`src/rtl/mseq_config.svh`:
```
`ifndef MSEQ_CONFIG_SVH
`define MSEQ_CONFIG_SVH

// ---------------------------------------------------------------------------
// Widths fixed by the microinstruction format
// ---------------------------------------------------------------------------

`define MSEQ_DATA_W 80  // Extended precision word
`define MSEQ_ADDR_W 12  // 4096 microcode words
`define MSEQ_IDX_W  4   // Up to 16 host programs
`define MSEQ_OP_W   5   // Arithmetic unit op code
`define MSEQ_IMM_W  8   // Immediate field

`endif
```
`src/rtl/mseq_pkg.sv`:
```
`include "mseq_config.svh"

package mseq_pkg;

    typedef logic [`MSEQ_DATA_W-1:0] fp80_t;      // Operand or result
    typedef logic [`MSEQ_ADDR_W-1:0] uaddr_t;     // Microcode address
    typedef logic [`MSEQ_IDX_W-1:0]  prog_idx_t;  // Host program index
    typedef logic [`MSEQ_OP_W-1:0]   arith_op_t;  // Arithmetic op code
    typedef logic [`MSEQ_IMM_W-1:0]  imm_t;       // Immediate field

    // Word layout
    // 31:28 opcode, 27:23 micro-op, 22:15 immediate, 14:12 reserved, 11:0 next
    typedef logic [31:0] uinstr_t;

    typedef enum logic [3:0] {
        OPC_EXEC = 4'h1,  // Run the micro-op field
        OPC_RET  = 4'h4,  // Ends the program with no call stack
        OPC_HALT = 4'hF   // Unprogrammed words read as this
    } opcode_e;

    typedef enum logic [4:0] {
        MOP_STORE          = 5'h02,  // Result to data bus
        MOP_LOAD_A         = 5'h05,  // data_in into operand A
        MOP_LOAD_B         = 5'h06,  // data_in into operand B
        MOP_CALL_ARITH     = 5'h10,  // Launch arithmetic unit
        MOP_WAIT_ARITH     = 5'h11,  // Hold until done
        MOP_LOAD_ARITH_RES = 5'h12   // Capture arith_result
    } micro_op_e;

    typedef enum logic [2:0] {
        ST_IDLE   = 3'd0,
        ST_FETCH  = 3'd1,
        ST_DECODE = 3'd2,
        ST_EXEC   = 3'd3,
        ST_WAIT   = 3'd4   // Parked on the arithmetic unit
    } seq_state_e;

endpackage

```
`src/rtl/mseq_if.sv`:
```
// ---------------------------------------------------------------------------
// Sequencer to ROM, all lookups combinational
// ---------------------------------------------------------------------------

interface rom_if ();
    mseq_pkg::prog_idx_t prog_idx;    // Program requested by host
    mseq_pkg::uaddr_t    fetch_addr;  // Current pc
    mseq_pkg::uaddr_t    entry_addr;  // First word of prog_idx
    mseq_pkg::uinstr_t   instr;       // Word at fetch_addr

    modport rom (input prog_idx, fetch_addr, output entry_addr, instr);
    modport seq (output prog_idx, fetch_addr, input entry_addr, instr);
endinterface

// ---------------------------------------------------------------------------
// Sequencer to datapath
// ---------------------------------------------------------------------------

interface exec_if ();
    logic                exec_stb;    // One cycle in EXEC for EXEC words
    mseq_pkg::micro_op_e micro_op;
    mseq_pkg::imm_t      imm;         // Op code for CALL_ARITH
    logic                arith_busy;  // Launched op not yet done

    modport ctl (output exec_stb, micro_op, imm, input arith_busy);
    modport dp  (input exec_stb, micro_op, imm, output arith_busy);
endinterface

```
`src/rtl/microseq_top.sv`:
```
module microseq_top (
    input  logic                clk,
    input  logic                reset,
    // Host side
    input  logic                start,
    input  mseq_pkg::prog_idx_t micro_program_index,
    output logic                instruction_complete,
    input  mseq_pkg::fp80_t     data_in,
    output mseq_pkg::fp80_t     data_out,
    // Arithmetic unit side
    output mseq_pkg::arith_op_t arith_operation,
    output logic                arith_enable,
    output mseq_pkg::fp80_t     arith_operand_a,
    output mseq_pkg::fp80_t     arith_operand_b,
    input  mseq_pkg::fp80_t     arith_result,
    input  logic                arith_done
);

    rom_if  rom_bus ();
    exec_if ex_bus ();

    micro_rom u_rom (
        .rom (rom_bus.rom)
    );

    seq_control u_seq (
        .clk                  (clk),
        .reset                (reset),
        .start                (start),
        .micro_program_index  (micro_program_index),
        .instruction_complete (instruction_complete),
        .arith_done           (arith_done),
        .rom                  (rom_bus.seq),
        .ex                   (ex_bus.ctl)
    );

    op_datapath u_dp (
        .clk             (clk),
        .reset           (reset),
        .data_in         (data_in),
        .data_out        (data_out),
        .arith_operation (arith_operation),
        .arith_enable    (arith_enable),
        .arith_operand_a (arith_operand_a),
        .arith_operand_b (arith_operand_b),
        .arith_result    (arith_result),
        .arith_done      (arith_done),
        .ex              (ex_bus.dp)
    );

endmodule

```
`src/rtl/op_datapath.sv`:
```
`include "mseq_config.svh"

module op_datapath (
    input  logic                clk,
    input  logic                reset,
    input  mseq_pkg::fp80_t     data_in,
    output mseq_pkg::fp80_t     data_out,
    output mseq_pkg::arith_op_t arith_operation,
    output logic                arith_enable,
    output mseq_pkg::fp80_t     arith_operand_a,
    output mseq_pkg::fp80_t     arith_operand_b,
    input  mseq_pkg::fp80_t     arith_result,
    input  logic                arith_done,
    exec_if.dp                  ex
);

    mseq_pkg::fp80_t op_a;    // Held across programs
    mseq_pkg::fp80_t op_b;
    mseq_pkg::fp80_t result;

    // ------------------------------------------------------------------------
    // Control and bus output
    // ------------------------------------------------------------------------

    always_ff @(posedge clk or posedge reset) begin
        if (reset) begin
            arith_enable  <= 1'b0;
            ex.arith_busy <= 1'b0;
            data_out      <= '0;
        end else begin
            arith_enable <= 1'b0;  // Single cycle launch
            if (ex.exec_stb && ex.micro_op == mseq_pkg::MOP_CALL_ARITH) begin
                arith_enable  <= 1'b1;
                ex.arith_busy <= 1'b1;
            end else if (ex.arith_busy && arith_done && !arith_enable) begin
                // Old done level still up during the enable cycle
                ex.arith_busy <= 1'b0;
            end
            if (ex.exec_stb && ex.micro_op == mseq_pkg::MOP_STORE)
                data_out <= result;
        end
    end

    // Operands, result and launch payload
    always_ff @(posedge clk) begin
        if (ex.exec_stb) begin
            case (ex.micro_op)
                mseq_pkg::MOP_LOAD_A: op_a <= data_in;
                mseq_pkg::MOP_LOAD_B: op_b <= data_in;
                mseq_pkg::MOP_CALL_ARITH: begin
                    arith_operation <= ex.imm[`MSEQ_OP_W-1:0];
                    arith_operand_a <= op_a;
                    arith_operand_b <= op_b;
                end
                mseq_pkg::MOP_LOAD_ARITH_RES: result <= arith_result;
                default: ;
            endcase
        end
    end

    // ------------------------------------------------------------------------
    // Checks
    // ------------------------------------------------------------------------

    a_enable_pulse: assert property (@(posedge clk) disable iff (reset)
        arith_enable |=> !arith_enable)
        else $error("arith_enable held two cycles");

    // Sequencer wait must cover the whole operation
    a_res_not_busy: assert property (@(posedge clk) disable iff (reset)
        ex.exec_stb && ex.micro_op == mseq_pkg::MOP_LOAD_ARITH_RES |-> !ex.arith_busy)
        else $error("LOAD_ARITH_RES while busy");

endmodule

```
`src/rtl/seq_control.sv`:
```
`include "mseq_config.svh"

module seq_control (
    input  logic                clk,
    input  logic                reset,
    input  logic                start,
    input  mseq_pkg::prog_idx_t micro_program_index,
    output logic                instruction_complete,
    input  logic                arith_done,
    rom_if.seq                  rom,
    exec_if.ctl                 ex
);

    mseq_pkg::seq_state_e state;
    mseq_pkg::uaddr_t     pc;
    mseq_pkg::uinstr_t    instr_q;    // Word fetched for this step
    mseq_pkg::opcode_e    opcode;
    mseq_pkg::uaddr_t     next_addr;
    logic                 wait_hold;  // Stay parked in WAIT

    // ------------------------------------------------------------------------
    // Instruction fields
    // ------------------------------------------------------------------------

    assign opcode      = mseq_pkg::opcode_e'(instr_q[31:28]);
    assign ex.micro_op = mseq_pkg::micro_op_e'(instr_q[27:23]);
    assign ex.imm      = instr_q[22:15];
    assign next_addr   = instr_q[`MSEQ_ADDR_W-1:0];  // Bits 14:12 reserved

    assign rom.prog_idx   = micro_program_index;  // Entry looked up in IDLE
    assign rom.fetch_addr = pc;

    assign ex.exec_stb = (state == mseq_pkg::ST_EXEC) && (opcode == mseq_pkg::OPC_EXEC);

    // Park only while the launched op is still out
    assign wait_hold = (ex.micro_op == mseq_pkg::MOP_WAIT_ARITH) && ex.arith_busy
                       && !arith_done;

    always_ff @(posedge clk) begin
        if (state == mseq_pkg::ST_FETCH)
            instr_q <= rom.instr;
    end

    // ------------------------------------------------------------------------
    // Sequencer FSM
    // ------------------------------------------------------------------------

    always_ff @(posedge clk or posedge reset) begin
        if (reset) begin
            state                <= mseq_pkg::ST_IDLE;
            pc                   <= '0;
            instruction_complete <= 1'b0;
        end else begin
            case (state)
                mseq_pkg::ST_IDLE: begin
                    if (start) begin
                        pc                   <= rom.entry_addr;
                        instruction_complete <= 1'b0;  // Level drops on new program
                        state                <= mseq_pkg::ST_FETCH;
                    end
                end
                mseq_pkg::ST_FETCH:  state <= mseq_pkg::ST_DECODE;
                mseq_pkg::ST_DECODE: state <= mseq_pkg::ST_EXEC;
                mseq_pkg::ST_EXEC: begin
                    if (opcode == mseq_pkg::OPC_EXEC) begin
                        if (wait_hold) begin
                            state <= mseq_pkg::ST_WAIT;
                        end else begin
                            pc    <= next_addr;
                            state <= mseq_pkg::ST_FETCH;
                        end
                    end else begin
                        // RET and HALT both finish the program
                        instruction_complete <= 1'b1;
                        state                <= mseq_pkg::ST_IDLE;
                    end
                end
                mseq_pkg::ST_WAIT: begin
                    if (arith_done) begin  // Leave the cycle after done seen
                        pc    <= next_addr;
                        state <= mseq_pkg::ST_FETCH;
                    end
                end
                default: state <= mseq_pkg::ST_IDLE;
            endcase
        end
    end

    // ------------------------------------------------------------------------
    // Checks
    // ------------------------------------------------------------------------

    // No arithmetic op left in flight when a program ends
    a_complete_from_exec: assert property (@(posedge clk) disable iff (reset)
        $rose(instruction_complete) |-> $past(state) == mseq_pkg::ST_EXEC && !ex.arith_busy)
        else $error("instruction_complete rose outside EXEC or with an op in flight");

    // Strobe only right after DECODE and with a micro-op the datapath knows
    a_stb_in_exec: assert property (@(posedge clk) disable iff (reset)
        ex.exec_stb |-> $past(state) == mseq_pkg::ST_DECODE
                        && ex.micro_op inside {mseq_pkg::MOP_STORE, mseq_pkg::MOP_LOAD_A,
                                               mseq_pkg::MOP_LOAD_B, mseq_pkg::MOP_CALL_ARITH,
                                               mseq_pkg::MOP_WAIT_ARITH,
                                               mseq_pkg::MOP_LOAD_ARITH_RES})
        else $error("exec_stb outside EXEC or with an unknown micro-op");

endmodule

```
`src/rtl/micro_rom.sv`:
```
module micro_rom (
    rom_if.rom rom
);

    logic [2:0]       prog;    // Slot within the 0x100 block
    logic [3:0]       step;    // Word within a program
    logic [3:0]       n_load;  // Operand loads ahead of the call
    mseq_pkg::imm_t   op_imm;  // Arithmetic op of the slot
    mseq_pkg::uaddr_t nxt;     // Programs run straight through

    function automatic mseq_pkg::uinstr_t exec_word(
        input mseq_pkg::micro_op_e mop,
        input mseq_pkg::imm_t      imm,
        input mseq_pkg::uaddr_t    next
    );
        return {mseq_pkg::OPC_EXEC, mop, imm, 3'b000, next};
    endfunction

    // ------------------------------------------------------------------------
    // Entry table
    // ------------------------------------------------------------------------

    always_comb begin
        case (rom.prog_idx)
            4'd0, 4'd1, 4'd2, 4'd3, 4'd4, 4'd5, 4'd6:
                rom.entry_addr = 12'h100 + {rom.prog_idx, 4'h0};  // 16 words apart
            4'd7:    rom.entry_addr = 12'h200;  // Empty, halts at once
            4'd8:    rom.entry_addr = 12'h210;
            4'd9:    rom.entry_addr = 12'h300;  // FPREM
            4'd10:   rom.entry_addr = 12'h400;
            4'd11:   rom.entry_addr = 12'h500;
            default: rom.entry_addr = 12'h000;
        endcase
    end

    // ------------------------------------------------------------------------
    // Microcode contents
    // ------------------------------------------------------------------------

    assign prog   = rom.fetch_addr[6:4];
    assign step   = rom.fetch_addr[3:0];
    assign nxt    = rom.fetch_addr + 1'b1;
    assign n_load = (prog < 3'd4) ? 4'd2 : ((prog == 3'd4) ? 4'd1 : 4'd0);

    // ADD SUB MUL DIV use their slot number, SQRT SIN COS sit at 12 to 14
    assign op_imm = (prog < 3'd4) ? mseq_pkg::imm_t'(prog) : mseq_pkg::imm_t'(prog + 4'd8);

    always_comb begin
        rom.instr = {mseq_pkg::OPC_HALT, 28'd0};
        if (rom.fetch_addr[11:7] == 5'b00010 && prog != 3'd7) begin
            // Programs 0 to 6, loads then call, wait, result, store, return
            if (step < n_load)
                rom.instr = exec_word(step[0] ? mseq_pkg::MOP_LOAD_B : mseq_pkg::MOP_LOAD_A,
                                      '0, nxt);
            else if (step == n_load)
                rom.instr = exec_word(mseq_pkg::MOP_CALL_ARITH, op_imm, nxt);
            else if (step == n_load + 4'd1)
                rom.instr = exec_word(mseq_pkg::MOP_WAIT_ARITH, '0, nxt);
            else if (step == n_load + 4'd2)
                rom.instr = exec_word(mseq_pkg::MOP_LOAD_ARITH_RES, '0, nxt);
            else if (step == n_load + 4'd3)
                rom.instr = exec_word(mseq_pkg::MOP_STORE, '0, nxt);
            else if (step == n_load + 4'd4)
                rom.instr = {mseq_pkg::OPC_RET, 28'd0};
        end else if (rom.fetch_addr[11:4] == 8'h30) begin
            // FPREM on held operands
            case (step)
                4'd0:  rom.instr = exec_word(mseq_pkg::MOP_CALL_ARITH, 8'd3, nxt);  // Divide
                4'd1:  rom.instr = exec_word(mseq_pkg::MOP_WAIT_ARITH, '0, nxt);
                4'd2:  rom.instr = exec_word(mseq_pkg::MOP_LOAD_ARITH_RES, '0, nxt);
                4'd3:  rom.instr = exec_word(mseq_pkg::MOP_CALL_ARITH, 8'd2, nxt);  // Multiply
                4'd4:  rom.instr = exec_word(mseq_pkg::MOP_WAIT_ARITH, '0, nxt);
                4'd5:  rom.instr = exec_word(mseq_pkg::MOP_LOAD_ARITH_RES, '0, nxt);
                4'd6:  rom.instr = exec_word(mseq_pkg::MOP_CALL_ARITH, 8'd1, nxt);  // Subtract
                4'd7:  rom.instr = exec_word(mseq_pkg::MOP_WAIT_ARITH, '0, nxt);
                4'd8:  rom.instr = exec_word(mseq_pkg::MOP_LOAD_ARITH_RES, '0, nxt);
                4'd9:  rom.instr = exec_word(mseq_pkg::MOP_STORE, '0, nxt);
                4'd10: rom.instr = {mseq_pkg::OPC_RET, 28'd0};
                default: ;
            endcase
        end
    end

endmodule

```
`config.mk`:
```
export PLATFORM = sky130hd
export DESIGN_NAME = microseq_top
export DESIGN_NICKNAME = d
export VERILOG_FILES = /design/src/rtl/mseq_pkg.sv /design/src/rtl/mseq_if.sv /design/src/rtl/microseq_top.sv /design/src/rtl/op_datapath.sv /design/src/rtl/seq_control.sv /design/src/rtl/micro_rom.sv
export VERILOG_INCLUDE_DIRS = /design/src /design/src/rtl
export SDC_FILE = /design/constraint.sdc
export NUM_CORES = 1
export LEC_CHECK = 0
export ABC_AREA = 1
export BUFFER_PORTS_ARGS = -buffer_cell sky130_fd_sc_hd__buf_4
export CAP_MARGIN = 20
export CORE_ASPECT_RATIO = 0.5
export CORE_MARGIN = 1.5
export CORE_UTILIZATION = 57
export CTS_CLUSTER_DIAMETER = 40
export DETAILED_ROUTE_END_ITERATION = 10
export HOLD_SLACK_MARGIN = 0.12
export PLACE_DENSITY = 0.84
export SLEW_MARGIN = 30
export SYNTH_ARGS = -nofsm -noshare
export SYNTH_HDL_FRONTEND = slang
export SYNTH_SLANG_ARGS = --single-unit
```
`constraint.sdc`:
```
create_clock -name clk -period 14.1 [get_ports clk]
set_input_delay 1.41 -clock clk [delete_from_list [all_inputs] [get_ports clk]]
set_output_delay 1.41 -clock clk [all_outputs]
set_load 0.05 [all_outputs]
```
Word-level counts from Yosys, hierarchy flattened

Index checks and enable logic that the tools add are counted.

Input port bits: 168
Word-level logic and storage cells: 124
Bits in registers: 535

Multiplexer cells: 30
Add/subtract/negate cells: 7
Order comparisons: 2
Reduce and logical (&&, ||, !) cells: 26
Equality and inequality tests: 46

Operators by type and width:

| kind                    | number |
|---|---|
| $mux W32                | 8 |
| $pmux W32 S7            | 1 |
| $pmux W12 S6            | 1 |
| $mux W12                | 4 |
| $pmux W12 S3            | 1 |
| $eq A4 B3 Y1 const B    | 8 |
| $eq A4 B4 Y1 const B    | 7 |
| $eq A4 B4 Y1            | 5 |
| $eq A4 B2 Y1 const B    | 4 |
| $eq A5 B5 Y1 const B    | 3 |
| $pmux W3 S5             | 1 |
| $add A12 B1 Y12 const B | 1 |
| $eq A4 B1 Y1 const B    | 3 |
| $mux W3                 | 4 |
| $add A9 B8 Y10 const A  | 1 |
| $eq A5 B2 Y1 const B    | 2 |
| $eq A5 B3 Y1 const B    | 2 |
| $ne A2 B2 Y1 const B    | 5 |
| $reduce_and A2 Y1       | 5 |
| $add A4 B2 Y4 const B   | 2 |
| $eq A8 B6 Y1 const B    | 1 |
| $logic_and A1 B1 Y1     | 8 |
| $logic_not A4 Y1        | 2 |
| $mux W8                 | 1 |
| other kinds (21)        | 31 |

Logic depth before layout (Yosys ltp)

Depth in word-level cells: 12
Depth in mapped cells: 13
Depth with buffers taken out: 13

By module

A second synthesis with hierarchy kept.

Cells, all modules: 1128
Area total of the unflattened synthesis: 18532.8 sq um

Modules (own cells, without submodules):

| module      | seq. area each (sq um) | cells an instance | times used | area each (sq um) |
|---|---|---|---|---|
| op_datapath | 14213.6                | 776               | 1          | 15564.9 |
| seq_control | 1271.2                 | 184               | 1          | 1940.6 |
| micro_rom   | 0.0                    | 168               | 1          | 1027.2 |

Worst setup path after synthesis

Ideal clock, no wire load.

Path kind: reg-to-reg
Start point: reg u_seq.state[2]
End point: reg u_dp.arith_enable
Data arrival time: 7.667 ns
Path slack: 5.595 ns
Stages on the path, launching flop included: 6
Setup time: 0.837 ns
Path buffers: 0
Cells stage by stage: dfrtp_1 inv_2 nand3_4 nor2_4 nand3_1 nor2_1

Word-level cells in the longest chain between the ends: 4

Ends and longest elaborated chain:

| what                     | RTL line          | source |
|---|---|---|
| start: declaration       | seq_control.sv:14 | `mseq_pkg::seq_state_e state;` |
| start signal: assignment | seq_control.sv:50 | `state <= mseq_pkg::ST_IDLE;` |
| start signal: assignment | seq_control.sv:59 | `state <= mseq_pkg::ST_FETCH;` |
| start signal: assignment | seq_control.sv:62 | `mseq_pkg::ST_FETCH: state <= mseq_pkg::ST_DECODE;` |
| $eq A3 B2 Y1             | seq_control.sv:33 | `assign ex.exec_stb = (state == mseq_pkg::ST_EXEC) && (opcode == mseq_pkg::OPC_EXEC);` |
| $logic_and A1 B1 Y1      | seq_control.sv:33 |  |
| $logic_and A1 B1 Y1      | op_datapath.sv:32 | `if (ex.exec_stb && ex.micro_op == mseq_pkg::MOP_CALL_ARITH) begin` |
| $mux W1                  | op_datapath.sv:32 |  |
| end signal: assignment   | op_datapath.sv:27 | `arith_enable <= 1'b0;` |
| end signal: assignment   | op_datapath.sv:31 | `arith_enable <= 1'b0;` |
| end signal: assignment   | op_datapath.sv:33 | `arith_enable <= 1'b1;` |
| end: declaration         | op_datapath.sv:9  | `output logic arith_enable,` |

Every way passes these cells.
A chain may end at the register's enable or synchronous reset.

Worst setup path after layout

Start point: reg u_dp.arith_operand_a[10]
End point: out arith_operand_a[10]

RTL lines:

| what                     | RTL line           | source |
|---|---|---|
| start: declaration       | op_datapath.sv:10  | `output mseq_pkg::fp80_t arith_operand_a,` |
| start signal: assignment | op_datapath.sv:52  | `arith_operand_a <= op_a;` |
| end: declaration         | microseq_top.sv:13 | `output mseq_pkg::fp80_t arith_operand_a,` |

No word-level cell between the ends.

==> metrics.txt <==
# TYPE chip_impl_metric gauge
chip_impl_metric{name="grt_pass1_wl",unit="µm"} 57000
chip_impl_metric{name="worstRegToRegCells",unit=""} 7
chip_impl_metric{name="critical_path_peak_fanout",unit=""} 1
chip_impl_metric{name="detailedRoute.firstIterationViolations",unit=""} 744
chip_impl_metric{name="peakVddDrop",unit="mV"} 0.126
chip_impl_info{name="cp_launch_type",value="register"} 1
chip_impl_metric{name="timing.max_slew.rel_slack",unit=""} 0.414
chip_impl_metric{name="dieWidth",unit="µm"} 252
chip_impl_info{name="worstReg2RegStart",value="u_seq.state[2]"} 1
chip_impl_metric{name="cts.hold.buffers_added",unit=""} 0
chip_impl_metric{name="mappedNetlistArea",unit="µm²"} 17700
chip_impl_info{name="timing.hold.worst.start",value="u_dp.op_a[30]"} 1
chip_impl_metric{name="timing.final.setup_violations",unit=""} 0
chip_impl_info{name="critPathKind",value="register to output pin"} 1
chip_impl_metric{name="cts.clk_slew.worst_paths",unit="ps"} 70
chip_impl_metric{name="routed_wirelength",unit="µm"} 38500
chip_impl_metric{name="grtUsageTotal",unit=""} 0.237
chip_impl_metric{name="placeable_area",unit="µm²"} 30500
chip_impl_metric{name="total_power",unit="mW"} 3.87
chip_impl_info{name="cp_top_family",value="flip-flops"} 1
chip_impl_metric{name="final.fill_count",unit=""} 1806
chip_impl_metric{name="holdPathStages",unit=""} 0
chip_impl_metric{name="finClkSkew",unit="ps"} 13.5
chip_impl_info{name="cp_slowest_cell",value="sky130_fd_sc_hd__edfxtp_1"} 1
chip_impl_metric{name="dp_worst_setup_slack",unit="ps"} 11270
chip_impl_metric{name="power_per_cell_area",unit="nW/µm²"} 171
chip_impl_metric{name="final_nets",unit=""} 1663
chip_impl_metric{name="synth_cells",unit=""} 1042
chip_impl_metric{name="synth-seq-area-share",unit=""} 0.860
chip_impl_info{name="netlist_top_cells_area",value="sky130_fd_sc_hd__edfxtp_1 72%, sky130_fd_sc_hd__dfrtp_1 14%, sky130_fd_sc_hd__nand2_1 3.4%"} 1
chip_impl_metric{name="via_count_of_the_first_global_routing_pass",unit=""} 10000
chip_impl_metric{name="place.port_buffers",unit=""} 413
chip_impl_info{name="crit_chain",value="buf_4"} 1
chip_impl_metric{name="route.detailed.vias_per_inst",unit=""} 5.09
chip_impl_info{name="cts_root_buffer",value="sky130_fd_sc_hd__clkbuf_16"} 1
chip_impl_metric{name="setup_tns",unit="ps"} 0
chip_impl_metric{name="drt_pass1_iterations",unit=""} 7
chip_impl_metric{name="syn_to_final_growth",unit="%"} 27.7
chip_impl_info{name="run_status",value="complete, no violations"} 1
chip_impl_metric{name="route.antenna.remaining_nets",unit=""} 0
chip_impl_metric{name="hold_slack_final",unit="ps"} 410
chip_impl_metric{name="clkSinkCount",unit=""} 523
chip_impl_metric{name="postCtsResizedCells",unit=""} 0
chip_impl_metric{name="drive_above_1_share",unit=""} 0.344
chip_impl_metric{name="insertion_delay",unit="ps"} 550
chip_impl_metric{name="ys_types",unit=""} 31
chip_impl_metric{name="ctsHtreeMaxLevel",unit=""} 2
chip_impl_metric{name="max-cap-violations",unit=""} 0
chip_impl_metric{name="timing_worst_slew_pin_value",unit="ps"} 878
chip_impl_metric{name="max_clock_freq",unit="GHz"} 0.378
chip_impl_metric{name="postLayoutSetupSlackWorst",unit="ps"} 11460
chip_impl_info{name="hold_crit_path_type",value="register to register"} 1
chip_impl_metric{name="combined_buffer_and_inverter_count_along_the_critical_path",unit=""} 1
chip_impl_info{name="cts_tree",value="done"} 1
chip_impl_metric{name="crit_required",unit="ps"} 12690
chip_impl_metric{name="worst-endpoint-arrival",unit="ps"} 1230
chip_impl_metric{name="synth_area_per_cell",unit="µm²"} 17.0
chip_impl_metric{name="route.detailed.drc",unit=""} 0
chip_impl_metric{name="share_of_the_synthesized_area_in_the_top_cell_type",unit=""} 0.721
chip_impl_metric{name="hold_viol",unit=""} 0
chip_impl_metric{name="postCtsSetupBuffers",unit=""} 0
chip_impl_metric{name="leakage",unit="nW"} 9.22
chip_impl_metric{name="synth_warnings",unit=""} 0
chip_impl_metric{name="detailed_place.area",unit="µm²"} 21300
chip_impl_metric{name="grt_remaining_overflow",unit=""} 0
chip_impl_metric{name="avgRoutedWirePerCell",unit="µm"} 19.8
chip_impl_metric{name="grt_antenna_before_repair",unit=""} 3
chip_impl_metric{name="fin_crit_sh",unit=""} 0.188
chip_impl_metric{name="std_cell_rows",unit=""} 45
chip_impl_metric{name="dpl.hpwl",unit="µm"} 26600
chip_impl_metric{name="tritoncts.num_buffers",unit=""} 43
chip_impl_info{name="whs_endpoint",value="u_dp.arith_operand_a[30]"} 1
chip_impl_info{name="end_kind",value="output pin"} 1
chip_impl_metric{name="period_needed",unit="ps"} 2640
chip_impl_metric{name="final_area",unit="µm²"} 22600
chip_impl_metric{name="maximum_number_of_pins_on_one_net_before_global_route_repair",unit=""} 97
chip_impl_metric{name="gpl.final_weighted_congestion",unit=""} 0.918
chip_impl_metric{name="initial_utilization",unit=""} 0.581
chip_impl_metric{name="critical-path-max-stage-delay",unit="ps"} 460
chip_impl_metric{name="regToRegSetupSlack",unit="ps"} 11490
chip_impl_metric{name="ys_ff_latch",unit=""} 523
chip_impl_metric{name="dr_total_vias",unit=""} 9922
chip_impl_info{name="rsz0062_at_grt",value="no"} 1
chip_impl_metric{name="largest_buffer_count_on_any_clock_path",unit=""} 3
chip_impl_metric{name="design.die.area",unit="µm²"} 32200
chip_impl_metric{name="top_level_ports",unit=""} 415
chip_impl_metric{name="dieHeight",unit="µm"} 128
chip_impl_info{name="worst_r2r_endpoint",value="u_dp.data_out[16]"} 1
chip_impl_metric{name="timing_max_transition_violations_final",unit=""} 0
chip_impl_info{name="synth_area_leader_cell",value="sky130_fd_sc_hd__edfxtp_1"} 1
logic make-up after synthesis:
| family | Yosys count | share of synthesized area |
|---|---|---|
| adders and majority gates | 6 | 0.00424 |
| other | 1 | 0.000212 |
| buffers and inverters | 147 | 0.0373 |
| AOI/OAI and AO/OA | 116 | 0.0379 |
| DFF | 523 | 0.860 |
| xor gates and xnor gates | 5 | 0.00247 |
| and+or+nand+nor | 244 | 0.0583 |
flip-flops by register name, summed over array words and instances (netlist names):
signal                      flops
u_dp.arith_operand_a           80
u_dp.arith_operand_b           80
u_dp.data_out                  80
u_dp.op_a                      80
u_dp.op_b                      80
u_dp.result                    80
u_seq.instr_q                  22
u_seq.rom.fetch_addr           12
u_dp.arith_operation            3
u_seq.state                     3
u_dp.arith_enable               1
u_dp.ex.arith_busy              1
u_seq.instruction_complete      1
stage by stage:
step | util | std cells
3_5_place_dp | 0.698 | 1867
4_1_cts | 0.741 | 1945
3_3_place_gp | 0.698 | 1867
2_1_floorplan | - | 1045
6_report | 0.742 | 1948
5_1_grt | 0.742 | 1948
layout by cell type, fill, tap and decap left out, drive strengths merged, types with 6 or more instances in the layout:
cell type	Yosys	routed
inv	123	126
nor3	11	11
o21ai	107	107
clkinv	0	19
buf	18	423
nand3	31	31
ha	6	6
dfrtp	98	98
nand2	161	161
edfxtp	425	425
clkbuf	6	53
nor2	35	35
cell type report:
cell class	count	area, µm²	area share
Antenna cell	3	7.51	0.000332
Clock buffer	53	1140	0.0506
Clock inverter	25	189	0.00836
Inverter	123	464	0.0205
Multi-Input combinational cell	375	1870	0.0826
Sequential cell	523	15200	0.673
Tap cell	423	529	0.0234
Timing Repair Buffer	423	3190	0.141
worst max path at each step:
stage / from / cells past startpoint / endpoint / slack [ps]
floorplan: u_seq.state[2] / 5 / u_dp.arith_enable / 5600
global placement: reset / 3 / u_dp.ex.arith_busy / 11450
detailed placement: arith_done / 9 / u_seq.rom.fetch_addr[6] / 11270
CTS: u_seq.state[2] / 7 / u_dp.data_out[35] / 11370
global route: u_seq.state[2] / 7 / u_dp.data_out[16] / 11260
finish: u_dp.arith_operand_a[10] / 1 / arith_operand_a[10] / 11460
Yosys cell counts:
cell / instances
sky130_fd_sc_hd__buf_6: 12
sky130_fd_sc_hd__ha_1: 6
sky130_fd_sc_hd__o31ai_1: 1
sky130_fd_sc_hd__nand2_2: 3
sky130_fd_sc_hd__o21ai_0: 19
sky130_fd_sc_hd__nor2_4: 1
sky130_fd_sc_hd__nand2_1: 158
sky130_fd_sc_hd__inv_1: 119
sky130_fd_sc_hd__nand4_1: 2
sky130_fd_sc_hd__o21ai_2: 21
sky130_fd_sc_hd__o211ai_1: 2
sky130_fd_sc_hd__conb_1: 1
sky130_fd_sc_hd__xor2_1: 5
sky130_fd_sc_hd__nor2_2: 2
sky130_fd_sc_hd__nand3b_1: 1
sky130_fd_sc_hd__o2bb2ai_1: 1
sky130_fd_sc_hd__or2_0: 1
sky130_fd_sc_hd__buf_4: 4
sky130_fd_sc_hd__nand3_4: 1
sky130_fd_sc_hd__edfxtp_1: 425
sky130_fd_sc_hd__clkbuf_1: 6
sky130_fd_sc_hd__nor3_1: 11
sky130_fd_sc_hd__dfrtp_1: 98
sky130_fd_sc_hd__nor2_1: 32
sky130_fd_sc_hd__buf_2: 2
sky130_fd_sc_hd__or2_2: 1
sky130_fd_sc_hd__o21ai_1: 67
sky130_fd_sc_hd__a21oi_1: 5
sky130_fd_sc_hd__nand3_1: 30
sky130_fd_sc_hd__inv_2: 4
sky130_fd_sc_hd__nand4_4: 1
where the power goes:
group	switching (mW)	internal (mW)	total, mW
combinational	0.586	0.245	0.831
sequential	0.0882	1.80	1.89
clock	0.528	0.619	1.15
routing by layer:
layer	up-vias	GRT usage	part of all wire
li1	4542	-	-
met1	4898	0.284	0.37
met2	375	0.418	0.53
met3	107	0.0483	0.049
met4	0	0.110	0.049
met5	-	0	0
Note: power is estimated with default switching activity, not from simulation.
